==> src/engine_pkg.sv <==
// engine constants, bus indices, configuration types and host request type
package engine_pkg;

   // data path sizes
   localparam int data_w     = 32;
   localparam int mem_addr_w = 8;
   localparam int n_mem      = 2;
   localparam int n_fu       = 3;
   localparam int n_port     = 2 * n_mem;
   localparam int n_slot     = n_port + n_fu;
   localparam int slot_w     = 3;
   localparam int sel_w      = 4;
   localparam int bus_n      = 16;

   // data bus layout
   localparam int bus_zero     = 0;
   localparam int bus_one      = 1;
   localparam int bus_mem_base = 2;
   localparam int bus_fu_base  = bus_mem_base + n_port;

   // host address map
   localparam int ctr_addr_w = 11;
   localparam int region_w   = 2;

   // whole data bus, entry i is bus[i]
   typedef logic [bus_n-1:0][data_w-1:0] data_bus_t;

   typedef enum logic [2:0] {
      op_add,
      op_sub,
      op_and,
      op_or,
      op_xor,
      op_mul,
      op_max,
      op_pass
   } fu_op_e;

   // memory port view, 30 bits used
   typedef struct packed {
      logic                  enable;
      logic                  write;
      logic [sel_w-1:0]      sel;
      logic [mem_addr_w-1:0] start;
      logic [3:0]            incr;
      logic [7:0]            iter;
      logic [3:0]            delay;
      logic [1:0]            pad;
   } port_conf_t;

   // functional unit view
   typedef struct packed {
      fu_op_e           op;
      logic [sel_w-1:0] sel_a;
      logic [sel_w-1:0] sel_b;
      logic [20:0]      pad;
   } fu_conf_t;

   // one configuration word, read as a port or as an fu
   typedef union packed {
      port_conf_t  port;
      fu_conf_t    fu;
      logic [31:0] raw;
   } conf_word_u;

   // slots 0..3 are ports, 4..6 are fus
   typedef conf_word_u [n_slot-1:0] conf_array_t;

   // top bits of the host address
   typedef enum logic [region_w-1:0] {
      reg_mem0,
      reg_mem1,
      reg_conf,
      reg_ctrl
   } region_e;

   typedef struct packed {
      logic                  valid;
      logic                  we;
      logic [ctr_addr_w-1:0] addr;
      logic [data_w-1:0]     wdata;
   } host_req_t;

endpackage

==> src/engine_host_if.sv <==
// host address decoder, read data mux, run strobe and busy status
`timescale 1ns/10ps

module engine_host_if (
   input  logic                               rst,   // clock
   input  logic                               clk,   // async reset
   input  engine_pkg::host_req_t              req,
   input  logic [engine_pkg::data_w-1:0]      mem_rdata0,
   input  logic [engine_pkg::data_w-1:0]      mem_rdata1,
   input  engine_pkg::conf_word_u             conf_rdata,
   input  logic [engine_pkg::n_mem-1:0]       mem_done,
   output logic [engine_pkg::n_mem-1:0]       mem_we,
   output logic [engine_pkg::n_mem-1:0]       mem_rd,
   output logic                               conf_we,
   output logic                               run_pulse,
   output logic                               busy,
   output logic [engine_pkg::data_w-1:0]      ctr_data_out
);
   import engine_pkg::*;

   region_e           region;
   region_e           rd_region;
   logic              wr_strobe;
   logic              rd_strobe;
   logic [data_w-1:0] local_q;

   assign region    = region_e'(req.addr[ctr_addr_w-1 -: region_w]);
   assign wr_strobe = req.valid && req.we;
   assign rd_strobe = req.valid && !req.we;

   // memory regions map straight onto memory numbers
   always_comb begin
      for (int i = 0; i < n_mem; i++) begin
         mem_we[i] = wr_strobe && (region == region_e'(i));
         mem_rd[i] = rd_strobe && (region == region_e'(i));
      end
   end

   assign conf_we   = wr_strobe && (region == reg_conf);
   assign run_pulse = wr_strobe && (region == reg_ctrl) && req.wdata[0];

   // run restarts even while busy
   always_ff @(posedge rst or posedge clk) begin
      if (clk) begin
         busy <= 1'b0;
      end else if (run_pulse) begin
         busy <= 1'b1;
      end else if (&mem_done) begin
         busy <= 1'b0;
      end
   end

   // remember what the last read asked for
   always_ff @(posedge rst or posedge clk) begin
      if (clk) begin
         rd_region <= reg_ctrl;
         local_q   <= '0;
      end else if (rd_strobe) begin
         rd_region <= region;
         if (region == reg_conf) begin
            local_q <= conf_rdata.raw;
         end else if (region == reg_ctrl) begin
            local_q <= {{(data_w-1){1'b0}}, busy};
         end
      end
   end

   always_comb begin
      case (rd_region)
         reg_mem0: ctr_data_out = mem_rdata0;
         reg_mem1: ctr_data_out = mem_rdata1;
         default:  ctr_data_out = local_q;
      endcase
   end

endmodule

==> config.mk <==
export PLATFORM = sky130hd
export DESIGN_NAME = engine_host_if
export DESIGN_NICKNAME = d
export VERILOG_FILES = /design/src/engine_pkg.sv /design/src/engine_host_if.sv
export SDC_FILE = /design/constraint.sdc
export NUM_CORES = 1
export LEC_CHECK = 0
export CELL_PAD_IN_SITES_DETAIL_PLACEMENT = 2
export CELL_PAD_IN_SITES_GLOBAL_PLACEMENT = 2
export CORE_ASPECT_RATIO = 1.4
export CORE_UTILIZATION = 35
export CTS_BUF_LIST = sky130_fd_sc_hd__clkbuf_4
export CTS_CLUSTER_SIZE = 8
export DETAILED_ROUTE_END_ITERATION = 8
export DONT_BUFFER_PORTS = 1
export PLACE_DENSITY_LB_ADDON = 0.25
export RECOVER_POWER = 25
export SYNTH_ARGS = -nofsm -noshare
export SYNTH_HDL_FRONTEND = slang
export SYNTH_SLANG_ARGS = --single-unit
export TNS_END_PERCENT = 1
==> constraint.sdc <==
create_clock -name rst -period 1.75 [get_ports rst]
set_clock_uncertainty 0.1 [all_clocks]
set_input_delay 0.2625 -clock rst [delete_from_list [all_inputs] [get_ports rst]]
set_output_delay 0.2625 -clock rst [all_outputs]
set_load 0.03 [all_outputs]
==> out/qor.yml <==
final_layout:
  layout.nets: 413
  multiInputGateArea_um2: 1380
  post-route-util_pct: 43.2
  final_cell_mix: "buf_4 (39), nand2_1 (35), dfrtp_1 (33)"
  final-seq-area_um2: 878
  final_common_cell: "buf_4"
  fin_area_um2: 2860
  nFillCells: 719
  areaGrowthSynthToFinish_pct: 19.5
  drive_gt1_share_pct: 33.1
  antenna_cells: 0
  final_cells: 361
worst_setup_path:
  required_ns: 1.39
  end_kind: "output port"
  worst-setup-path-type: "flip-flop to output port"
  cp_max_fo: 18
  arrival_ns: 1.65
  cp-start-kind: "flip-flop"
grt:
  grt_pass1_vias: 1949
  antenna_found_initial: 0
  grt_max_degree: 38
  grt_usage_pct: 18.0
  grt_first_pass_wirelength_um: 9830
  overflow: 0
pwr:
  power_density_nw_per_um2: 904
  power_mw: 2.58
  p_leak_nw: 1.33
  internal-power_mw: 1.64
  p_switching_mw: 0.948
  power_frac_clock_pct: 16.6
  seq_power_share_pct: 39.4
  switching_share_pct: 36.7
  p_comb_share_pct: 44.0
  peakVddDrop_mv: 0.317
floorplan:
  die_width_um: 71.9
  core_um2: 6610
  rows: 35
  die_h_um: 99.8
  ios: 184
  die_area_um2: 7170
  initial_utilization_pct: 36.2
sta:
  slew_headroom_pct: 22.1
  setup_viol: 32
  final.setup.tns_ns: -6.60
  tightest_slew_ns: 1.17
  finalHoldViolCount: 0
  whs_ns: 0.0782
  fmax_ghz: 0.496
  rsz0062_at_grt: "yes"
  maxSlewViolCount: 0
  layout_setup_ws_ns: -0.265
  min_period_ns: 2.02
  min_period_over_period_pct: 115
clocking:
  clockBufferDepth: 2
  root_buffer: "clkbuf_4"
  cts.sinks: 35
  clock_latency_ns: 0.33
  path_clk_slew_ns: 0.11
  h-tree-depth: 2
  cts-buffers-inserted: 5
  cts_tree: "yes"
yosys:
  syn_area_per_cell_um2: 10.4
  ys_warn_count: 0
  synthesis.area_um2: 2390
  ys_seq_elements: 35
  synth_edf_count: 0
  synth_ff_type: "dfrtp_1"
  ys_types: 21
  synth_cells: 231
  synth-seq-area-share_pct: 36.7
  syn-num-nets: 376
  async_flop_share_pct: 100
placement:
  hpwl_um: 4370
  dpl_worst_slack_ns: 0.0632
  dp_cells: 347
  gp_congestion: 0.668
  io_buffers: 0
  placed_cell_area_um2: 2750
detailed_routing:
  post-route-drc-count: 0
  postRouteAntennaNets: 0
  wirelength_um: 6240
  routedWlPerCell_um: 17.3
  dr.pass1.iters: 4
  via_per_inst: 5.10
  num_vias: 1842
  drt-initial-drc-count: 30
hold_path:
  hold_class: "primary input to flip-flop"
job:
  maxCapViolCount: 0
outcome:
  violations: "setup timing"
  outcome: "complete, but fails checks"
-- power groups by stage --
stage | Combinational [mW] | Clock [mW] | Sequential [mW]
after global placement | 1.10 | 0 | 1.03
after global routing | 1.22 | 0.485 | 1.04
final | 1.14 | 0.428 | 1.02
after detailed placement | 1.13 | 0 | 1.03
after floorplan | 0.848 | 0 | 0.998
after CTS | 1.15 | 0.460 | 1.02
-- area by class of cell --
type	count	area share (%)
Sequential cell	35	30.7
Timing Repair Buffer	49	15.0
Clock inverter	2	0.263
Tap cell	92	4.03
Clock buffer	6	1.58
Inverter	1	0.131
Multi-Input combinational cell	176	48.3
-- registers in the layout (all words and copies together), names as in the netlist --
register / cells
busy: 1
local_q: 32
rd_region: 2
-- cell families after synthesis --
logic type	share of synthesized area [%]
muxes	33.9
DFF	36.7
AOI/OAI and AO/OA	7.37
buffers and inverters	6.22
and+or+nand+nor	15.7
-- critical path, cell delays in order, from the launching register on --
cell     delay, ns
dfstp_2       0.62
buf_12        0.20
mux2i_1       0.24
o21ai_1       0.09
buf_4         0.17
-- final timing paths --
path                       cells after the start  slack [ns]                       end                     start
max in group asynchronous                      3        0.68  rd_region[0]$_DFFE_PP1P_                       clk
max reg2reg                                    2        0.46    local_q[0]$_DFFE_PP0P_          busy$_DFFE_PP0P_
max                                            4       -0.27           ctr_data_out[9]  rd_region[0]$_DFFE_PP1P_
min reg2reg                                    1        0.42   local_q[11]$_DFFE_PP0P_   local_q[11]$_DFFE_PP0P_
min in group asynchronous                      2        0.31   local_q[31]$_DFFE_PP0P_                       clk
min                                            2        0.08          busy$_DFFE_PP0P_                   req[42]
-- metal layers --
layer | track usage (%) | vias up | routed length (um)
met5 | 0 | - | 0
met4 | 5.43 | 0 | 63
met3 | 3.71 | 4 | 433
met2 | 32.5 | 84 | 3360
met1 | 21.1 | 899 | 2380
li1 | - | 855 | -
-- synthesized netlist by cell type, types with 2 or more instances --
| master | number | area [um^2] |
|---|---|---|
| buf_2 | 2 | 10.0 |
| clkbuf_1 | 9 | 33.8 |
| nand2b_1 | 2 | 12.5 |
| nor2b_1 | 31 | 194 |
| buf_12 | 3 | 60.1 |
| o21ai_0 | 32 | 160 |
| dfrtp_1 | 33 | 826 |
| mux2_2 | 5 | 56.3 |
| nand2_1 | 35 | 131 |
| nor2_1 | 4 | 15.0 |
| mux2_4 | 29 | 435 |
| dfstp_2 | 2 | 52.6 |
| mux2i_1 | 32 | 320 |
| nor3_1 | 2 | 10.0 |
| buf_4 | 4 | 30.0 |
-- timing repair --
action,in CTS,in global routing
setup endpoints to repair,32,33
hold buffers,5,0
pin swaps,0,1
buffers inserted,1,0
gates resized for setup,2,2
endpoints found under the hold margin,18,0
gates cloned,0,0
No activity file was read; power rests on OpenSTA's default activity.
