==> src/engine_pkg.sv <==
// engine constants, bus indices, configuration types and host request type
package engine_pkg;

   // data path sizes
   localparam int data_w     = 32;
   localparam int mem_addr_w = 8;
   localparam int n_mem      = 2;
   localparam int n_fu       = 3;
   localparam int n_port     = 2 * n_mem;
   localparam int n_slot     = n_port + n_fu;
   localparam int slot_w     = 3;
   localparam int sel_w      = 4;
   localparam int bus_n      = 16;

   // data bus layout
   localparam int bus_zero     = 0;
   localparam int bus_one      = 1;
   localparam int bus_mem_base = 2;
   localparam int bus_fu_base  = bus_mem_base + n_port;

   // host address map
   localparam int ctr_addr_w = 11;
   localparam int region_w   = 2;

   // whole data bus, entry i is bus[i]
   typedef logic [bus_n-1:0][data_w-1:0] data_bus_t;

   typedef enum logic [2:0] {
      op_add,
      op_sub,
      op_and,
      op_or,
      op_xor,
      op_mul,
      op_max,
      op_pass
   } fu_op_e;

   // memory port view, 30 bits used
   typedef struct packed {
      logic                  enable;
      logic                  write;
      logic [sel_w-1:0]      sel;
      logic [mem_addr_w-1:0] start;
      logic [3:0]            incr;
      logic [7:0]            iter;
      logic [3:0]            delay;
      logic [1:0]            pad;
   } port_conf_t;

   // functional unit view
   typedef struct packed {
      fu_op_e           op;
      logic [sel_w-1:0] sel_a;
      logic [sel_w-1:0] sel_b;
      logic [20:0]      pad;
   } fu_conf_t;

   // one configuration word, read as a port or as an fu
   typedef union packed {
      port_conf_t  port;
      fu_conf_t    fu;
      logic [31:0] raw;
   } conf_word_u;

   // slots 0..3 are ports, 4..6 are fus
   typedef conf_word_u [n_slot-1:0] conf_array_t;

   // top bits of the host address
   typedef enum logic [region_w-1:0] {
      reg_mem0,
      reg_mem1,
      reg_conf,
      reg_ctrl
   } region_e;

   typedef struct packed {
      logic                  valid;
      logic                  we;
      logic [ctr_addr_w-1:0] addr;
      logic [data_w-1:0]     wdata;
   } host_req_t;

endpackage

==> src/engine_fu.sv <==
// functional unit with two bus operands and a registered result
`timescale 1ns/10ps

module engine_fu (
   input  logic                          rst,   // clock
   input  logic                          clk,   // async reset
   input  logic                          run_pulse,
   input  engine_pkg::fu_conf_t          conf,
   input  engine_pkg::data_bus_t         bus,
   output logic [engine_pkg::data_w-1:0] result
);
   import engine_pkg::*;

   logic [data_w-1:0] op_a;
   logic [data_w-1:0] op_b;
   logic [data_w-1:0] res_next;

   assign op_a = bus[conf.sel_a];
   assign op_b = bus[conf.sel_b];

   always_comb begin
      case (conf.op)
         op_add:  res_next = op_a + op_b;
         op_sub:  res_next = op_a - op_b;
         op_and:  res_next = op_a & op_b;
         op_or:   res_next = op_a | op_b;
         op_xor:  res_next = op_a ^ op_b;
         // low word of the product
         op_mul:  res_next = op_a * op_b;
         op_max:  res_next = ($signed(op_a) > $signed(op_b)) ? op_a : op_b;
         default: res_next = op_a;
      endcase
   end

   // one cycle from operands to bus
   always_ff @(posedge rst or posedge clk) begin
      if (clk) begin
         result <= '0;
      end else if (run_pulse) begin
         result <= '0;
      end else begin
         result <= res_next;
      end
   end

endmodule

==> config.mk <==
export PLATFORM = sky130hd
export DESIGN_NAME = engine_fu
export DESIGN_NICKNAME = d
export VERILOG_FILES = /design/src/engine_pkg.sv /design/src/engine_fu.sv
export SDC_FILE = /design/constraint.sdc
export NUM_CORES = 2
export LEC_CHECK = 0
export ABC_CLOCK_PERIOD_IN_PS = 1200
export BUFFER_PORTS_ARGS = -buffer_cell sky130_fd_sc_hd__buf_2
export CAP_MARGIN = 25
export CORE_UTILIZATION = 52
export CTS_CLUSTER_DIAMETER = 30
export DETAILED_ROUTE_END_ITERATION = 8
export PLACE_DENSITY = 0.76
export SYNTH_ARGS = -nofsm -noshare
export SYNTH_HDL_FRONTEND = slang
export SYNTH_SLANG_ARGS = --single-unit
==> constraint.sdc <==
create_clock -name rst -period 1.2 [get_ports rst]
set_input_delay 0.24 -clock rst [delete_from_list [all_inputs] [get_ports rst]]
set_output_delay 0.24 -clock rst [all_outputs]
set_load 0.02 [all_outputs]
==> results of run 1 <==
## per-stage QoR
stage	hold slack, ns	cells
3_3_place_gp	0.288	5119
3_5_place_dp	0.306	5120
2_1_floorplan	0.356	3219
4_1_cts	0.00922	5188
## logic make-up after synthesis
kind of cell    count (synthesis)  share of synthesized area (%)
xor+xnor                       92                           2.83
fa+ha+maj                     629                           36.7
mux                           349                           23.2
simple gates                  814                           11.1
compound gates                539                           13.0
buf+inv                       764                           10.5
flops                          32                           2.69
## routing by layer
metal | GRT usage, % | overflow
met1 | 69.4 | 0
met5 | 15.4 | 0
met2 | 84.8 | 1
met4 | 59.6 | 1
met3 | 45.4 | 0
## synthesized netlist by cell type, types with 10 or more instances
cell / number / area [um2]
a21o_1: 33 / 248
o21a_1: 13 / 97.6
mux4_2: 270 / 6080
a22oi_1: 30 / 225
o21ai_0: 93 / 465
a21oi_1: 149 / 746
inv_2: 18 / 67.6
nor2_1: 409 / 1540
a221oi_4: 10 / 263
a311oi_1: 10 / 87.6
nand2_1: 297 / 1110
a211oi_1: 16 / 120
clkinv_1: 12 / 45.0
fa_1: 410 / 8210
mux2i_1: 48 / 480
nor2b_1: 13 / 81.3
buf_6: 17 / 191
o21bai_1: 26 / 195
buf_2: 29 / 145
ha_1: 219 / 2740
buf_4: 16 / 120
a22o_1: 24 / 210
inv_1: 522 / 1960
mux2_2: 28 / 315
xor2_1: 13 / 114
xnor2_1: 75 / 657
clkbuf_1: 120 / 450
buf_1: 26 / 97.6
nand3_1: 19 / 95.1
nand2b_1: 10 / 62.6
dfrtp_1: 32 / 801
nor3_1: 21 / 105
o31ai_1: 10 / 75.1
a221oi_1: 33 / 289
o211ai_1: 10 / 75.1
## what timing repair did
item,4_1_cts
setup endpoints to repair,35
pin swaps,80
gates cloned,9
setup buffers,55
gates resized for setup,210
==> impl_metrics.env, run 1 <==
export IMPL_worst_ep_kind="register input"
export IMPL_grtUsageTotal_pct=65.7
export IMPL_dp_hpwl_um=147000
export IMPL_pin_count=579
export IMPL_outcome="did not finish"
export IMPL_cts_made_buffers=5
export IMPL_avgSynthCellArea_um2=9.26
export IMPL_die_y_um=241
export IMPL_ys_seq_elements=32
export IMPL_place_area_mm2=0.0399
export IMPL_place_congestion=1.23
export IMPL_cts_root_buf="clkbuf_16"
export IMPL_ys_warn_count=0
export IMPL_fp_dieW_um=241
export IMPL_rows=87
export IMPL_syn_num_nets=4395
export IMPL_synth_distinct_cells=77
export IMPL_synthesis_area_mm2=0.0298
export IMPL_worstEndpointGrtRepair="result[29]$_DFF_PP0_/D"
export IMPL_ys_seq_area_share_pct=2.69
export IMPL_grt_overflow=2
export IMPL_lastStage="global routing (5_1_grt)"
export IMPL_pre_cts_ws_ns=-7.57
export IMPL_io_buffer_count=557
export IMPL_synth_flop_cell="dfrtp_1"
export IMPL_floorplan_initialDensity_pct=52.8
export IMPL_synth_edf_count=0
export IMPL_error="[ERROR GRT-0232] Routing congestion too high. Check the congestion heatmap in the GUI."
export IMPL_hold_buffers=0
export IMPL_clk_path_buf_depth=2
export IMPL_grt_max_degree=33
export IMPL_cts_sinks=32
export IMPL_async_flop_share_pct=100
export IMPL_htreeDepth=2
export IMPL_synthCells=3219
export IMPL_antenna_found_initial=99
==> inputs of run 2 (changes only) <==
- CORE_UTILIZATION: 52 -> 37
- CTS_CLUSTER_DIAMETER: 30 -> unset
- PLACE_DENSITY: 0.76 -> unset
- PLACE_DENSITY_LB_ADDON: unset -> 0.15
==> impl_metrics.env, run 2 <==
export IMPL_outcome="finished with violations"
export IMPL_ys_seq_area_share_pct=2.69
export IMPL_period_needed_ns=8.04
export IMPL_tightest_slew_ns=0.819
export IMPL_dp_hpwl_um=140000
export IMPL_pre_cts_ws_ns=-7.56
export IMPL_fp_dieW_um=286
export IMPL_syn2layout_area_growth_pct=45.1
export IMPL_rows=103
export IMPL_multi_input_area_mm2=0.0276
export IMPL_critPathArrivalTime_ns=8.20
export IMPL_yosys_area_top_type="fa_1"
export IMPL_syn_num_nets=4395
export IMPL_final_max_slew_violation_count=0
export IMPL_required_ns=1.37
export IMPL_synth_top_area_share_pct=27.5
export IMPL_grtUsageTotal_pct=39.7
export IMPL_nNetsFinal=5663
export IMPL_detail_route_wl_per_cell_um=29.2
export IMPL_drt_total_wl_um=162000
export IMPL_core_mm2=0.0794
export IMPL_die_y_um=286
export IMPL_worstSetupPathType="in -> reg"
export IMPL_avgSynthCellArea_um2=9.26
export IMPL_place_congestion=1.08
export IMPL_fmax_ghz=0.124
export IMPL_synth_flop_cell="dfrtp_1"
export IMPL_grt_pass1_vias=33100
export IMPL_clk_path_buf_depth=2
export IMPL_clk_pin_slew_ns=0.06
export IMPL_synthCells=3219
export IMPL_hold_path_class="in -> reg"
export IMPL_cts_made_buffers=5
export IMPL_pin_count=579
export IMPL_startpoint_type="primary input"
export IMPL_end_kind="register"
export IMPL_yosysMostFrequentCell="inv_1"
export IMPL_num_vias=31800
export IMPL_highest_layer="met5"
export IMPL_largest_reg_flops=32
export IMPL_async_flop_share_pct=100
export IMPL_first_pass_iters=9
export IMPL_cts_root_buf="clkbuf_16"
export IMPL_io_buffer_count=557
export IMPL_dieArea_mm2=0.0817
export IMPL_postRouteAntennaNets=0
export IMPL_final_common_cell="buf_4"
export IMPL_max_stage_delay_ns=0.56
export IMPL_slowest_stage="mux4_2"
export IMPL_finalHoldViolations=0
export IMPL_floorplan_initialDensity_pct=37.5
export IMPL_final_util_pct=54.5
export IMPL_ys_top_cells_by_area="fa_1 (28%), mux4_2 (20%), ha_1 (9.2%), inv_1 (6.6%), nor2_1 (5.2%)"
export IMPL_finalSetupViolCount=32
export IMPL_grt_pass1_wl_um=232000
export IMPL_drc=0
export IMPL_grt_max_degree=37
export IMPL_grt_overflow=0
export IMPL_min_period_over_period_pct=670
export IMPL_cap_viol_max_count=0
export IMPL_ys_seq_elements=32
export IMPL_violations="negative setup slack"
export IMPL_cts_tree="built"
export IMPL_wl_met2_um=75000
export IMPL_met3WireLength_um=14500
export IMPL_synth_commonest_cells="inv_1 (522), fa_1 (410), nor2_1 (409)"
export IMPL_rsz0062_at_grt="true"
export IMPL_synth_distinct_cells=77
export IMPL_drive_gt1_share_pct=46.5
export IMPL_cts_sinks=32
export IMPL_fin_ws_ns=-6.84
export IMPL_timing_critical_path_fanout_max=8
export IMPL_synthesis_area_mm2=0.0298
export IMPL_n_fill_cell=7370
export IMPL_antenna_found_initial=39
export IMPL_crit_path_frequent_cell="fa_1"
export IMPL_layout_common_cells="buf_4 (767), buf_2 (553), inv_1 (494), nor2_1 (393), fa_1 (382)"
export IMPL_max_flop_register="result"
export IMPL_ff_latch_area_um2=802
export IMPL_drtIter0Drc=2845
export IMPL_top_regs="result x32"
export IMPL_via_per_inst=5.70
export IMPL_htreeDepth=2
export IMPL_synth_edf_count=0
export IMPL_ys_warn_count=0
export IMPL_slew_headroom_pct=45.0
export IMPL_met1_length_um=60300
-- run 2: cell counts after synthesis --
No cell type changed its count.
-- run 2: final timing paths --
kind	from	to	slack [ns]	depth (start not counted)
worst min-delay path	run_pulse	result[4]	0.40	3
min in group asynchronous	clk	result[5]	0.53	4
worst max-delay path	conf[25]	result[26]	-6.84	35
max in group asynchronous	clk	result[25]	0.48	4
-- run 2: cells by family (layout without fill, tap and decap cells) --
logic type / Yosys count / in the layout / share of synthesized area (%)
AOI/OAI and AO/OA: 539 / 539 / 13.0
xor gates and xnor gates: 92 / 92 / 2.83
adders and majority gates: 629 / 629 / 36.7
buffers and inverters: 764 / 2033 / 10.5
DFF: 32 / 32 / 2.69
muxes: 349 / 349 / 23.2
other: 0 / 32 / 0
and+or+nand+nor: 814 / 814 / 11.1
-- run 2: through the flow --
stage	hold slack [ns]	setup TNS [ns]	instance area (um2)	std cells
after floorplan	0.356	-180.57	30700	3219
after global placement	0.292	-209.65	40700	5452
after detailed placement	0.295	-210.53	40700	5452
after CTS	0.396	-189.21	42700	5525
after global routing	0.387	-195.05	43200	5563
final	0.403	-189.64	43300	5570
-- run 2: what timing repair did --
item / in CTS / in global routing
cloned: 6 / 0
pin swaps: 105 / 75
buffers inserted: 71 / 22
setup endpoints to repair: 32 / 33
hold buffers: 1 / 0
endpoints found under the hold margin: 32 / 0
gates resized for setup: 226 / 100
-- run 2: final cells by class --
cell class	instances	area share [%]
multi-input cells	2423	63.9
repair buffers	1473	25.8
inverters	552	4.86
well taps	1050	3.04
flip-flops and latches	32	1.85
clock buffers	5	0.289
diodes	32	0.185
clock inverters	3	0.0984
-- run 2: metal layers --
metal,GRT usage [%],vias up
met4,24.4,8
met5,0,-
met1,48.8,15900
li1,-,13600
met2,63.9,1837
met3,8.23,455
-- run 2: worst max-delay path: cells and delay by family --
kind | cells | cell delay [ns]
compound gates | 11 | 2.10
xor+xnor | 1 | 0.18
fa+ha+maj | 9 | 3.78
buf+inv | 11 | 1.11
mux | 1 | 0.56
simple gates | 2 | 0.19
Power of run 2 is left out: the tool's default activity adds up to more than one toggle a clock period on the data nets, which glitch-free logic cannot reach.
