`config.mk`:
```
export PLATFORM = sky130hd
export DESIGN_NAME = engine_conf_regs
export DESIGN_NICKNAME = d
export VERILOG_FILES = /design/src/engine_pkg.sv /design/src/engine_conf_regs.sv
export SDC_FILE = /design/constraint.sdc
export NUM_CORES = 1
export LEC_CHECK = 0
export ABC_AREA = 0
export BUFFER_PORTS_ARGS = -buffer_cell sky130_fd_sc_hd__buf_4
export CAP_MARGIN = 20
export CORE_ASPECT_RATIO = 1.2
export CORE_MARGIN = 2
export CORE_UTILIZATION = 57
export DETAILED_ROUTE_END_ITERATION = 8
export PLACE_DENSITY = 0.8
export SLEW_MARGIN = 20
export SYNTH_ARGS = -nofsm -noshare
export SYNTH_HDL_FRONTEND = slang
export SYNTH_SLANG_ARGS = --single-unit
export TNS_END_PERCENT = 30
```
`constraint.sdc`:
```
create_clock -name rst -period 17.5 [get_ports rst]
set_clock_uncertainty 0.15 [all_clocks]
set_input_delay 3.5 -clock rst [delete_from_list [all_inputs] [get_ports rst]]
set_output_delay 3.5 -clock rst [all_outputs]
set_load 0.1 [all_outputs]
```
`src/engine_pkg.sv`:
```
// engine constants, bus indices, configuration types and host request type
package engine_pkg;

   // data path sizes
   localparam int data_w     = 32;
   localparam int mem_addr_w = 8;
   localparam int n_mem      = 2;
   localparam int n_fu       = 3;
   localparam int n_port     = 2 * n_mem;
   localparam int n_slot     = n_port + n_fu;
   localparam int slot_w     = 3;
   localparam int sel_w      = 4;
   localparam int bus_n      = 16;

   // data bus layout
   localparam int bus_zero     = 0;
   localparam int bus_one      = 1;
   localparam int bus_mem_base = 2;
   localparam int bus_fu_base  = bus_mem_base + n_port;

   // host address map
   localparam int ctr_addr_w = 11;
   localparam int region_w   = 2;

   // whole data bus, entry i is bus[i]
   typedef logic [bus_n-1:0][data_w-1:0] data_bus_t;

   typedef enum logic [2:0] {
      op_add,
      op_sub,
      op_and,
      op_or,
      op_xor,
      op_mul,
      op_max,
      op_pass
   } fu_op_e;

   // memory port view, 30 bits used
   typedef struct packed {
      logic                  enable;
      logic                  write;
      logic [sel_w-1:0]      sel;
      logic [mem_addr_w-1:0] start;
      logic [3:0]            incr;
      logic [7:0]            iter;
      logic [3:0]            delay;
      logic [1:0]            pad;
   } port_conf_t;

   // functional unit view
   typedef struct packed {
      fu_op_e           op;
      logic [sel_w-1:0] sel_a;
      logic [sel_w-1:0] sel_b;
      logic [20:0]      pad;
   } fu_conf_t;

   // one configuration word, read as a port or as an fu
   typedef union packed {
      port_conf_t  port;
      fu_conf_t    fu;
      logic [31:0] raw;
   } conf_word_u;

   // slots 0..3 are ports, 4..6 are fus
   typedef conf_word_u [n_slot-1:0] conf_array_t;

   // top bits of the host address
   typedef enum logic [region_w-1:0] {
      reg_mem0,
      reg_mem1,
      reg_conf,
      reg_ctrl
   } region_e;

   typedef struct packed {
      logic                  valid;
      logic                  we;
      logic [ctr_addr_w-1:0] addr;
      logic [data_w-1:0]     wdata;
   } host_req_t;

endpackage

```
`src/engine_conf_regs.sv`:
```
// staging configuration slots with readback and the shadow copy used during a run
`timescale 1ns/10ps

module engine_conf_regs (
   input  logic                               rst,   // clock
   input  logic                               clk,   // async reset
   input  logic                               conf_we,
   input  logic [engine_pkg::slot_w-1:0]      slot,
   input  engine_pkg::conf_word_u             wdata,
   input  logic                               run_pulse,
   output engine_pkg::conf_word_u             rdata,
   output engine_pkg::conf_array_t            active
);
   import engine_pkg::*;

   conf_array_t staging;
   logic        slot_ok;

   // slot 7 does not exist
   assign slot_ok = (slot < n_slot);

   // host side copy, written at any time
   always_ff @(posedge rst or posedge clk) begin
      if (clk) begin
         staging <= '0;
      end else if (conf_we && slot_ok) begin
         staging[slot] <= wdata;
      end
   end

   // shadow copy steers the datapath for the whole run
   always_ff @(posedge rst or posedge clk) begin
      if (clk) begin
         active <= '0;
      end else if (run_pulse) begin
         active <= staging;
      end
   end

   // readback is combinational, host_if registers it
   always_comb begin
      rdata = '0;
      if (slot_ok) begin
         rdata = staging[slot];
      end
   end

endmodule

```
==> results.json, run 1 <==
{
  "final.period_utilization": 0.5573,
  "yosys-top-cells-area": "dfrtp_1, mux2_2, mux2i_1",
  "cts_buffers": 44,
  "syn_nets": 1217,
  "finalHoldViolCount": 0,
  "async_flop_share": 1.000,
  "syn2layout_area_growth_pct": 22.00,
  "combPwrFrac": 0.427,
  "r2r_start": "staging[219]",
  "grt_pass1_vias": 11870,
  "tns_ps": 0,
  "ir_drop_mv": 0.1306,
  "avgSynthCellArea_um2": 15.66,
  "cts_hold_buf": 0,
  "cts.clk_slew.worst_paths_ps": 60,
  "crit_end": "rdata[30]",
  "critical_path_class": "input port to output port",
  "status": "finished, final reports clean",
  "root_buffer": "clkbuf_16",
  "rrSetupSlack_ps": 16510,
  "ios": 295,
  "die-area_mm2": 0.03382,
  "synthesis.instances": 1178,
  "post-route-drc-count": 0,
  "post_cts_resized": 0,
  "ys_seq_elements": 448,
  "worst_pin_slew_ps": 1146,
  "period_minus_slack_ps": 9752,
  "clock_latency_ps": 560,
  "wl_mm": 44.64,
  "crit_path_frequent_cell": "buf_4",
  "maxSlewHeadroom": 0.2360,
  "clkSinkCount": 448,
  "path_cells": "buf_4 -> nand2b_2 -> o221a_2 -> a221oi_1 -> buf_4",
  "synthesis.area_mm2": 0.01845,
  "seqPwrFrac": 0.348,
  "yosys_most_used_dff": "dfrtp_1",
  "fmax_mhz": 102.5,
  "via_per_inst": 5.907,
  "first_pass_iters": 5,
  "synth_top_area_cell": "dfrtp_1",
  "drive_gt1_frac": 0.5607,
  "reg2regPathDepth": 1,
  "p_clk_frac": 0.225,
  "ant_nets": 0,
  "startpoint_type": "input port",
  "min_path_type": "flip-flop to flip-flop",
  "powerDensity_mw_per_mm2": 188.6,
  "initial_core_util": 0.5752,
  "dp_hpwl_mm": 27.86,
  "grt_pass1_wl_mm": 69.65,
  "cts_tree": "built",
  "max_stage_delay_ps": 720,
  "h-tree-depth": 2,
  "synth_top_area_frac": 0.6077,
  "max_cap_viol_count": 0,
  "fin_hold_ws_ps": 355.1,
  "power.total_mw": 4.243,
  "grt-ovfl-total": 0,
  "maxSlewViolCount": 0,
  "critical-path-slowest-cell": "nand2b_2",
  "die_h_um": 201.1,
  "io_buffers": 294,
  "synth_most_common_cell": "dfrtp_1",
  "cts_buffer_depth": 3,
  "critPathCaptureType": "output port",
  "p_int_mw": 2.290,
  "ys_top_cells_by_count": "dfrtp_1, mux2_2, mux2i_1",
  "wl_per_cell_um": 23.52,
  "die_width_um": 168.2,
  "r2r_end": "staging[219]",
  "leakage_nw": 10.41,
  "finalSetupViolCount": 0,
  "rows": 72,
  "startpoint": "slot[0]",
  "cp_max_fo": 42,
  "worstPathArrival_ps": 6100,
  "fin_nets": 1498,
  "gr-usage-all-layers": 0.2658,
  "synth_cell_type_count": 24,
  "core_area_mm2": 0.03207,
  "drt_iter0_drc": 696,
  "sw_frac_of_total": 0.4604,
  "cts_post_setup_buffers_inserted": 0,
  "diodes": 0,
  "antenna_found_initial": 0,
  "rsz0062_at_grt": "no",
  "p_switching_mw": 1.954,
  "grt_start_max_net_pins": 182,
  "synth-edff-count": 0,
  "yosysSeqAreaShare": 0.6077,
  "cp_data_required_time_ps": 13850,
  "num_vias": 11210,
  "globalplace.congestion": 0.7779,
  "yosysWarnings": 0
}
state kept, by name, summed over array words and instances (netlist names):
signal / count
staging: 224
active: 224
metal layers:
metal / part of all wire / global-route usage
met1: 0.40 / 0.3421
met2: 0.50 / 0.4431
met3: 0.064 / 0.06467
met4: 0.030 / 0.09206
met5: 0 / 0
cell usage in the layout, fill, tap and decap left out:
cell / count
a221oi_1: 31
and3_2: 1
buf_12: 1
buf_16: 2
buf_4: 301
buf_6: 4
buf_8: 2
bufinv_16: 4
clkbuf_1: 15
clkbuf_16: 45
clkbuf_8: 8
clkinv_2: 4
dfrtp_1: 448
inv_1: 30
inv_6: 2
inv_8: 1
mux2_1: 26
mux2_2: 423
mux2i_1: 95
nand2_1: 1
nand2b_1: 1
nand2b_2: 1
nand3_1: 2
nand3_2: 2
nand3b_1: 1
nand4b_1: 1
nor2_4: 1
nor2b_1: 1
nor2b_4: 1
nor3_4: 1
nor3b_4: 2
o211a_1: 1
o21a_1: 1
o221a_2: 30
o221ai_1: 1
worst max-delay path, delay by kind of cell:
kind | cells | cell delay, ps
AOI/OAI and AO/OA | 2 | 930
buffers and inverters | 2 | 930
and+or+nand+nor | 1 | 720
cell type report:
| class | instances | area (µm²) |
|---|---|---|
| Sequential cell | 448 | 11210 |
| Clock buffer | 68 | 1292 |
| Tap cell | 407 | 509.2 |
| Inverter | 31 | 123.9 |
| Fill cell | 2202 | 9567 |
| Timing Repair Buffer | 310 | 2410 |
| Multi-Input combinational cell | 624 | 6800 |
| Clock inverter | 10 | 157.7 |
stage by stage:
stage          std cells  cell area (µm²)  utilization  setup WS [ps]
6_report            1898            22500       0.7017           7748
3_3_place_gp        1816            20970       0.6537           7787
3_5_place_dp        1817            20980       0.6542           7711
2_1_floorplan       1178            18450            -           1365
5_1_grt             1898            22500       0.7017           7703
4_1_cts             1895            22430       0.6994           7717
worst min-delay path by stage:
stage / start / to / slack (ps) / depth (start not counted)
CTS: active[9] / active[9] / 360 / 1
floorplan: staging[23] / staging[23] / 320 / 1
global route: active[59] / active[59] / 370 / 1
global placement: active[179] / active[179] / 340 / 1
finish: active[108] / active[108] / 360 / 1
detailed placement: active[9] / active[9] / 350 / 1
power groups by stage:
stage                     clock network [mW]  logic, mW  registers [mW]
final                                  0.955       1.81            1.48
after global placement                     0       1.79            1.48
after detailed placement                   0       1.82            1.49
after floorplan                            0      0.436            2.45
after global routing                    1.02       1.86            1.51
after CTS                              0.970       1.82            1.48
kinds of logic (layout without fill, tap and decap cells):
| group | Yosys count | after routing | synth area share |
|---|---|---|---|
| compound gates | 64 | 64 | 0.03446 |
| flops | 448 | 448 | 0.6077 |
| mux | 544 | 544 | 0.3256 |
| buf+inv | 106 | 419 | 0.02618 |
| simple gates | 16 | 16 | 0.005969 |
(Power assumes the default switching activity.)
==> run 2, diff against run 1 <==
--- a/config.mk
+++ b/config.mk
@@ -5,14 +5,14 @@
 export SDC_FILE = /design/constraint.sdc
 export NUM_CORES = 1
 export LEC_CHECK = 0
-export ABC_AREA = 0
+export ABC_AREA = 1
 export BUFFER_PORTS_ARGS = -buffer_cell sky130_fd_sc_hd__buf_4
 export CAP_MARGIN = 20
 export CORE_ASPECT_RATIO = 1.2
 export CORE_MARGIN = 2
-export CORE_UTILIZATION = 57
+export CORE_UTILIZATION = 51
 export DETAILED_ROUTE_END_ITERATION = 8
-export PLACE_DENSITY = 0.8
+export PLACE_DENSITY = 0.76
 export SLEW_MARGIN = 20
 export SYNTH_ARGS = -nofsm -noshare
 export SYNTH_HDL_FRONTEND = slang
==> constraint.sdc (replaced) <==
create_clock -name rst -period 8.86 [get_ports rst]
set_clock_uncertainty 0.15 [all_clocks]
set_input_delay 1.772 -clock rst [delete_from_list [all_inputs] [get_ports rst]]
set_output_delay 1.772 -clock rst [all_outputs]
set_load 0.1 [all_outputs]
==> run 2 against run 1 <==
Sequential share of layout area down 0.67 points. Core utilization fell by 8.3 points. Routed wire length grew 21%. Synthesized cell count rose by 87%. First-iteration DRC count is 110% higher. Power grew 68%. Final cell count is 54% higher. Combinational power increased by 40%. Setup slack worse by 5000 ps. Largest power group is now sequential cells. Sequential power increased by 79%.
==> results.json, run 2 <==
{
  "post_cts_resized": 0,
  "finalSetupViolCount": 0,
  "antenna_found_initial": 0,
  "yosysSeqAreaShare": 0.5857,
  "status": "finished, final reports clean",
  "ant_nets": 0,
  "post-route-drc-count": 0,
  "critical-path-slowest-cell": "buf_4",
  "dp_hpwl_mm": 33.57,
  "cts_hold_buf": 0,
  "cts_buffer_depth": 3,
  "diodes": 0,
  "grt_start_max_net_pins": 178,
  "max_stage_delay_ps": 830,
  "p_int_mw": 4.054,
  "grt-ovfl-total": 0,
  "die-area_mm2": 0.03910,
  "placed_cells": 2848,
  "die_h_um": 216.2,
  "startpoint": "slot[0]",
  "fmax_mhz": 163.8,
  "synth_top_area_cell": "dfrtp_1",
  "mostFrequentLayoutCell": "nand2_1",
  "cp_num_buf_inv": 5,
  "drive_gt1_frac": 0.1748,
  "yosys_most_used_dff": "dfrtp_1",
  "gr-usage-all-layers": 0.2747,
  "r2r_start": "staging[216]",
  "reg_top3": "active (224), staging (224)",
  "maxSlewViolCount": 0,
  "crit_family": "buffers and inverters",
  "worst_pin_slew_ps": 1178,
  "powerDensity_mw_per_mm2": 311.9,
  "syn2layout_area_growth_pct": 19.18,
  "num-fill-cells": 3106,
  "rows": 77,
  "seqPwrFrac": 0.373,
  "ys_top_cells_by_count": "nand2_1, dfrtp_1, inv_1",
  "final_cell_mix": "nand2_1, dfrtp_1, buf_4",
  "p_clk_frac": 0.272,
  "yosysWarnings": 0,
  "combPwrFrac": 0.355,
  "h-tree-depth": 2,
  "ir_drop_mv": 0.2075,
  "startpoint_type": "input port",
  "final_util": 0.6182,
  "fin_hold_ws_ps": 337.3,
  "synthesis.area_mm2": 0.01914,
  "maxSlewHeadroom": 0.2127,
  "yosys-top-cells-area": "dfrtp_1, nand2_1, inv_1",
  "num_vias": 15790,
  "leakage_nw": 11.85,
  "wl_mm": 54.14,
  "final_cells": 2928,
  "synthesis.instances": 2201,
  "cts_tree": "built",
  "grt_pass1_vias": 15510,
  "period_minus_slack_ps": 6105,
  "synth_most_common_cell": "nand2_1",
  "core_area_mm2": 0.03690,
  "clock_latency_ps": 560,
  "fin_nets": 2460,
  "wl_per_cell_um": 18.49,
  "via_per_inst": 5.393,
  "cp_max_fo": 81,
  "tns_ps": 0,
  "fin_area_mm2": 0.02281,
  "async_flop_share": 1.000,
  "synth_top_area_frac": 0.5857,
  "first_pass_iters": 6,
  "place_area_mm2": 0.02129,
  "io_buffers": 294,
  "synth_cell_type_count": 22,
  "min_from": "staging[55]",
  "place_ws_ps": 2790,
  "grt_pass1_wl_mm": 85.06,
  "syn_nets": 2240,
  "cts_buffers": 45,
  "sw_frac_of_total": 0.4303,
  "path_cells": "buf_4 -> inv_4 -> buf_4 -> nand4_1 -> nand2_1 -> inv_1 -> nand2_1 -> buf_4",
  "cts_post_setup_buffers_inserted": 0,
  "die_width_um": 180.9,
  "cts.clk_slew.worst_paths_ps": 60,
  "finalHoldViolCount": 0,
  "clkSinkCount": 448,
  "min_path_type": "flip-flop to flip-flop",
  "cp_data_required_time_ps": 6940,
  "critPathCaptureType": "output port",
  "worstPathArrival_ps": 4180,
  "power.total_mw": 7.116,
  "p_switching_mw": 3.062,
  "ys_seq_elements": 448,
  "root_buffer": "clkbuf_16",
  "synth-edff-count": 0,
  "ios": 295,
  "max_cap_viol_count": 0,
  "crit_path_frequent_cell": "buf_4",
  "critical_path_class": "input port to output port",
  "setup_ws_ps": 2755,
  "final.period_utilization": 0.6891,
  "drt_iter0_drc": 1477,
  "avgSynthCellArea_um2": 8.696,
  "rsz0062_at_grt": "no",
  "initial_core_util": 0.5187,
  "globalplace.congestion": 0.8608
}
## run 2: cell types whose count changed after synthesis, moves of 128 or more
cell     previous run  this run
nor2_1              1       193
nand2_1             1       544
o21ai_1             0       128
a21oi_1             0       193
mux2_2            423        31
inv_1              31       291
## run 2: logic make-up (layout without fill, tap and decap cells)
group,Yosys count,in the layout,share of synthesized area
compound gates,417,417,0.1094
simple gates,877,877,0.1885
mux,31,31,0.01824
buf+inv,428,681,0.09818
flops,448,448,0.5857
## run 2: path summary, 6_finish.rpt
kind / slack (ps) / cells past startpoint / to
max: 2750 / 8 / rdata[17]
min: 340 / 2 / staging[55]
max reg2reg: 7880 / 1 / active[216]
min reg2reg: 340 / 2 / staging[55]
max in group asynchronous: 5380 / 4 / active[169]
min in group asynchronous: 1160 / 2 / staging[26]
## run 2: final cells by class
cell class	count	area [µm²]	area share
Sequential cell	448	11210	0.4914
Multi-Input combinational cell	1325	6051	0.2652
Timing Repair Buffer	306	2317	0.1016
Clock buffer	72	1450	0.06357
Inverter	295	1114	0.04882
Tap cell	474	593.1	0.02600
Clock inverter	8	76.32	0.003346
## run 2: power groups by stage
stage | Sequential, mW | Clock, mW | Combinational, mW
final | 2.65 | 1.94 | 2.53
after global routing | 2.69 | 2.05 | 2.65
after CTS | 2.65 | 1.97 | 2.54
after detailed placement | 2.68 | 0 | 2.53
after global placement | 2.66 | 0 | 2.50
after floorplan | 3.86 | 0 | 0.754
## run 2: metal layers
metal	track usage	part of all wire
met5	0	0
met4	0.1091	0.033
met3	0.04924	0.073
met2	0.4674	0.50
met1	0.3493	0.39
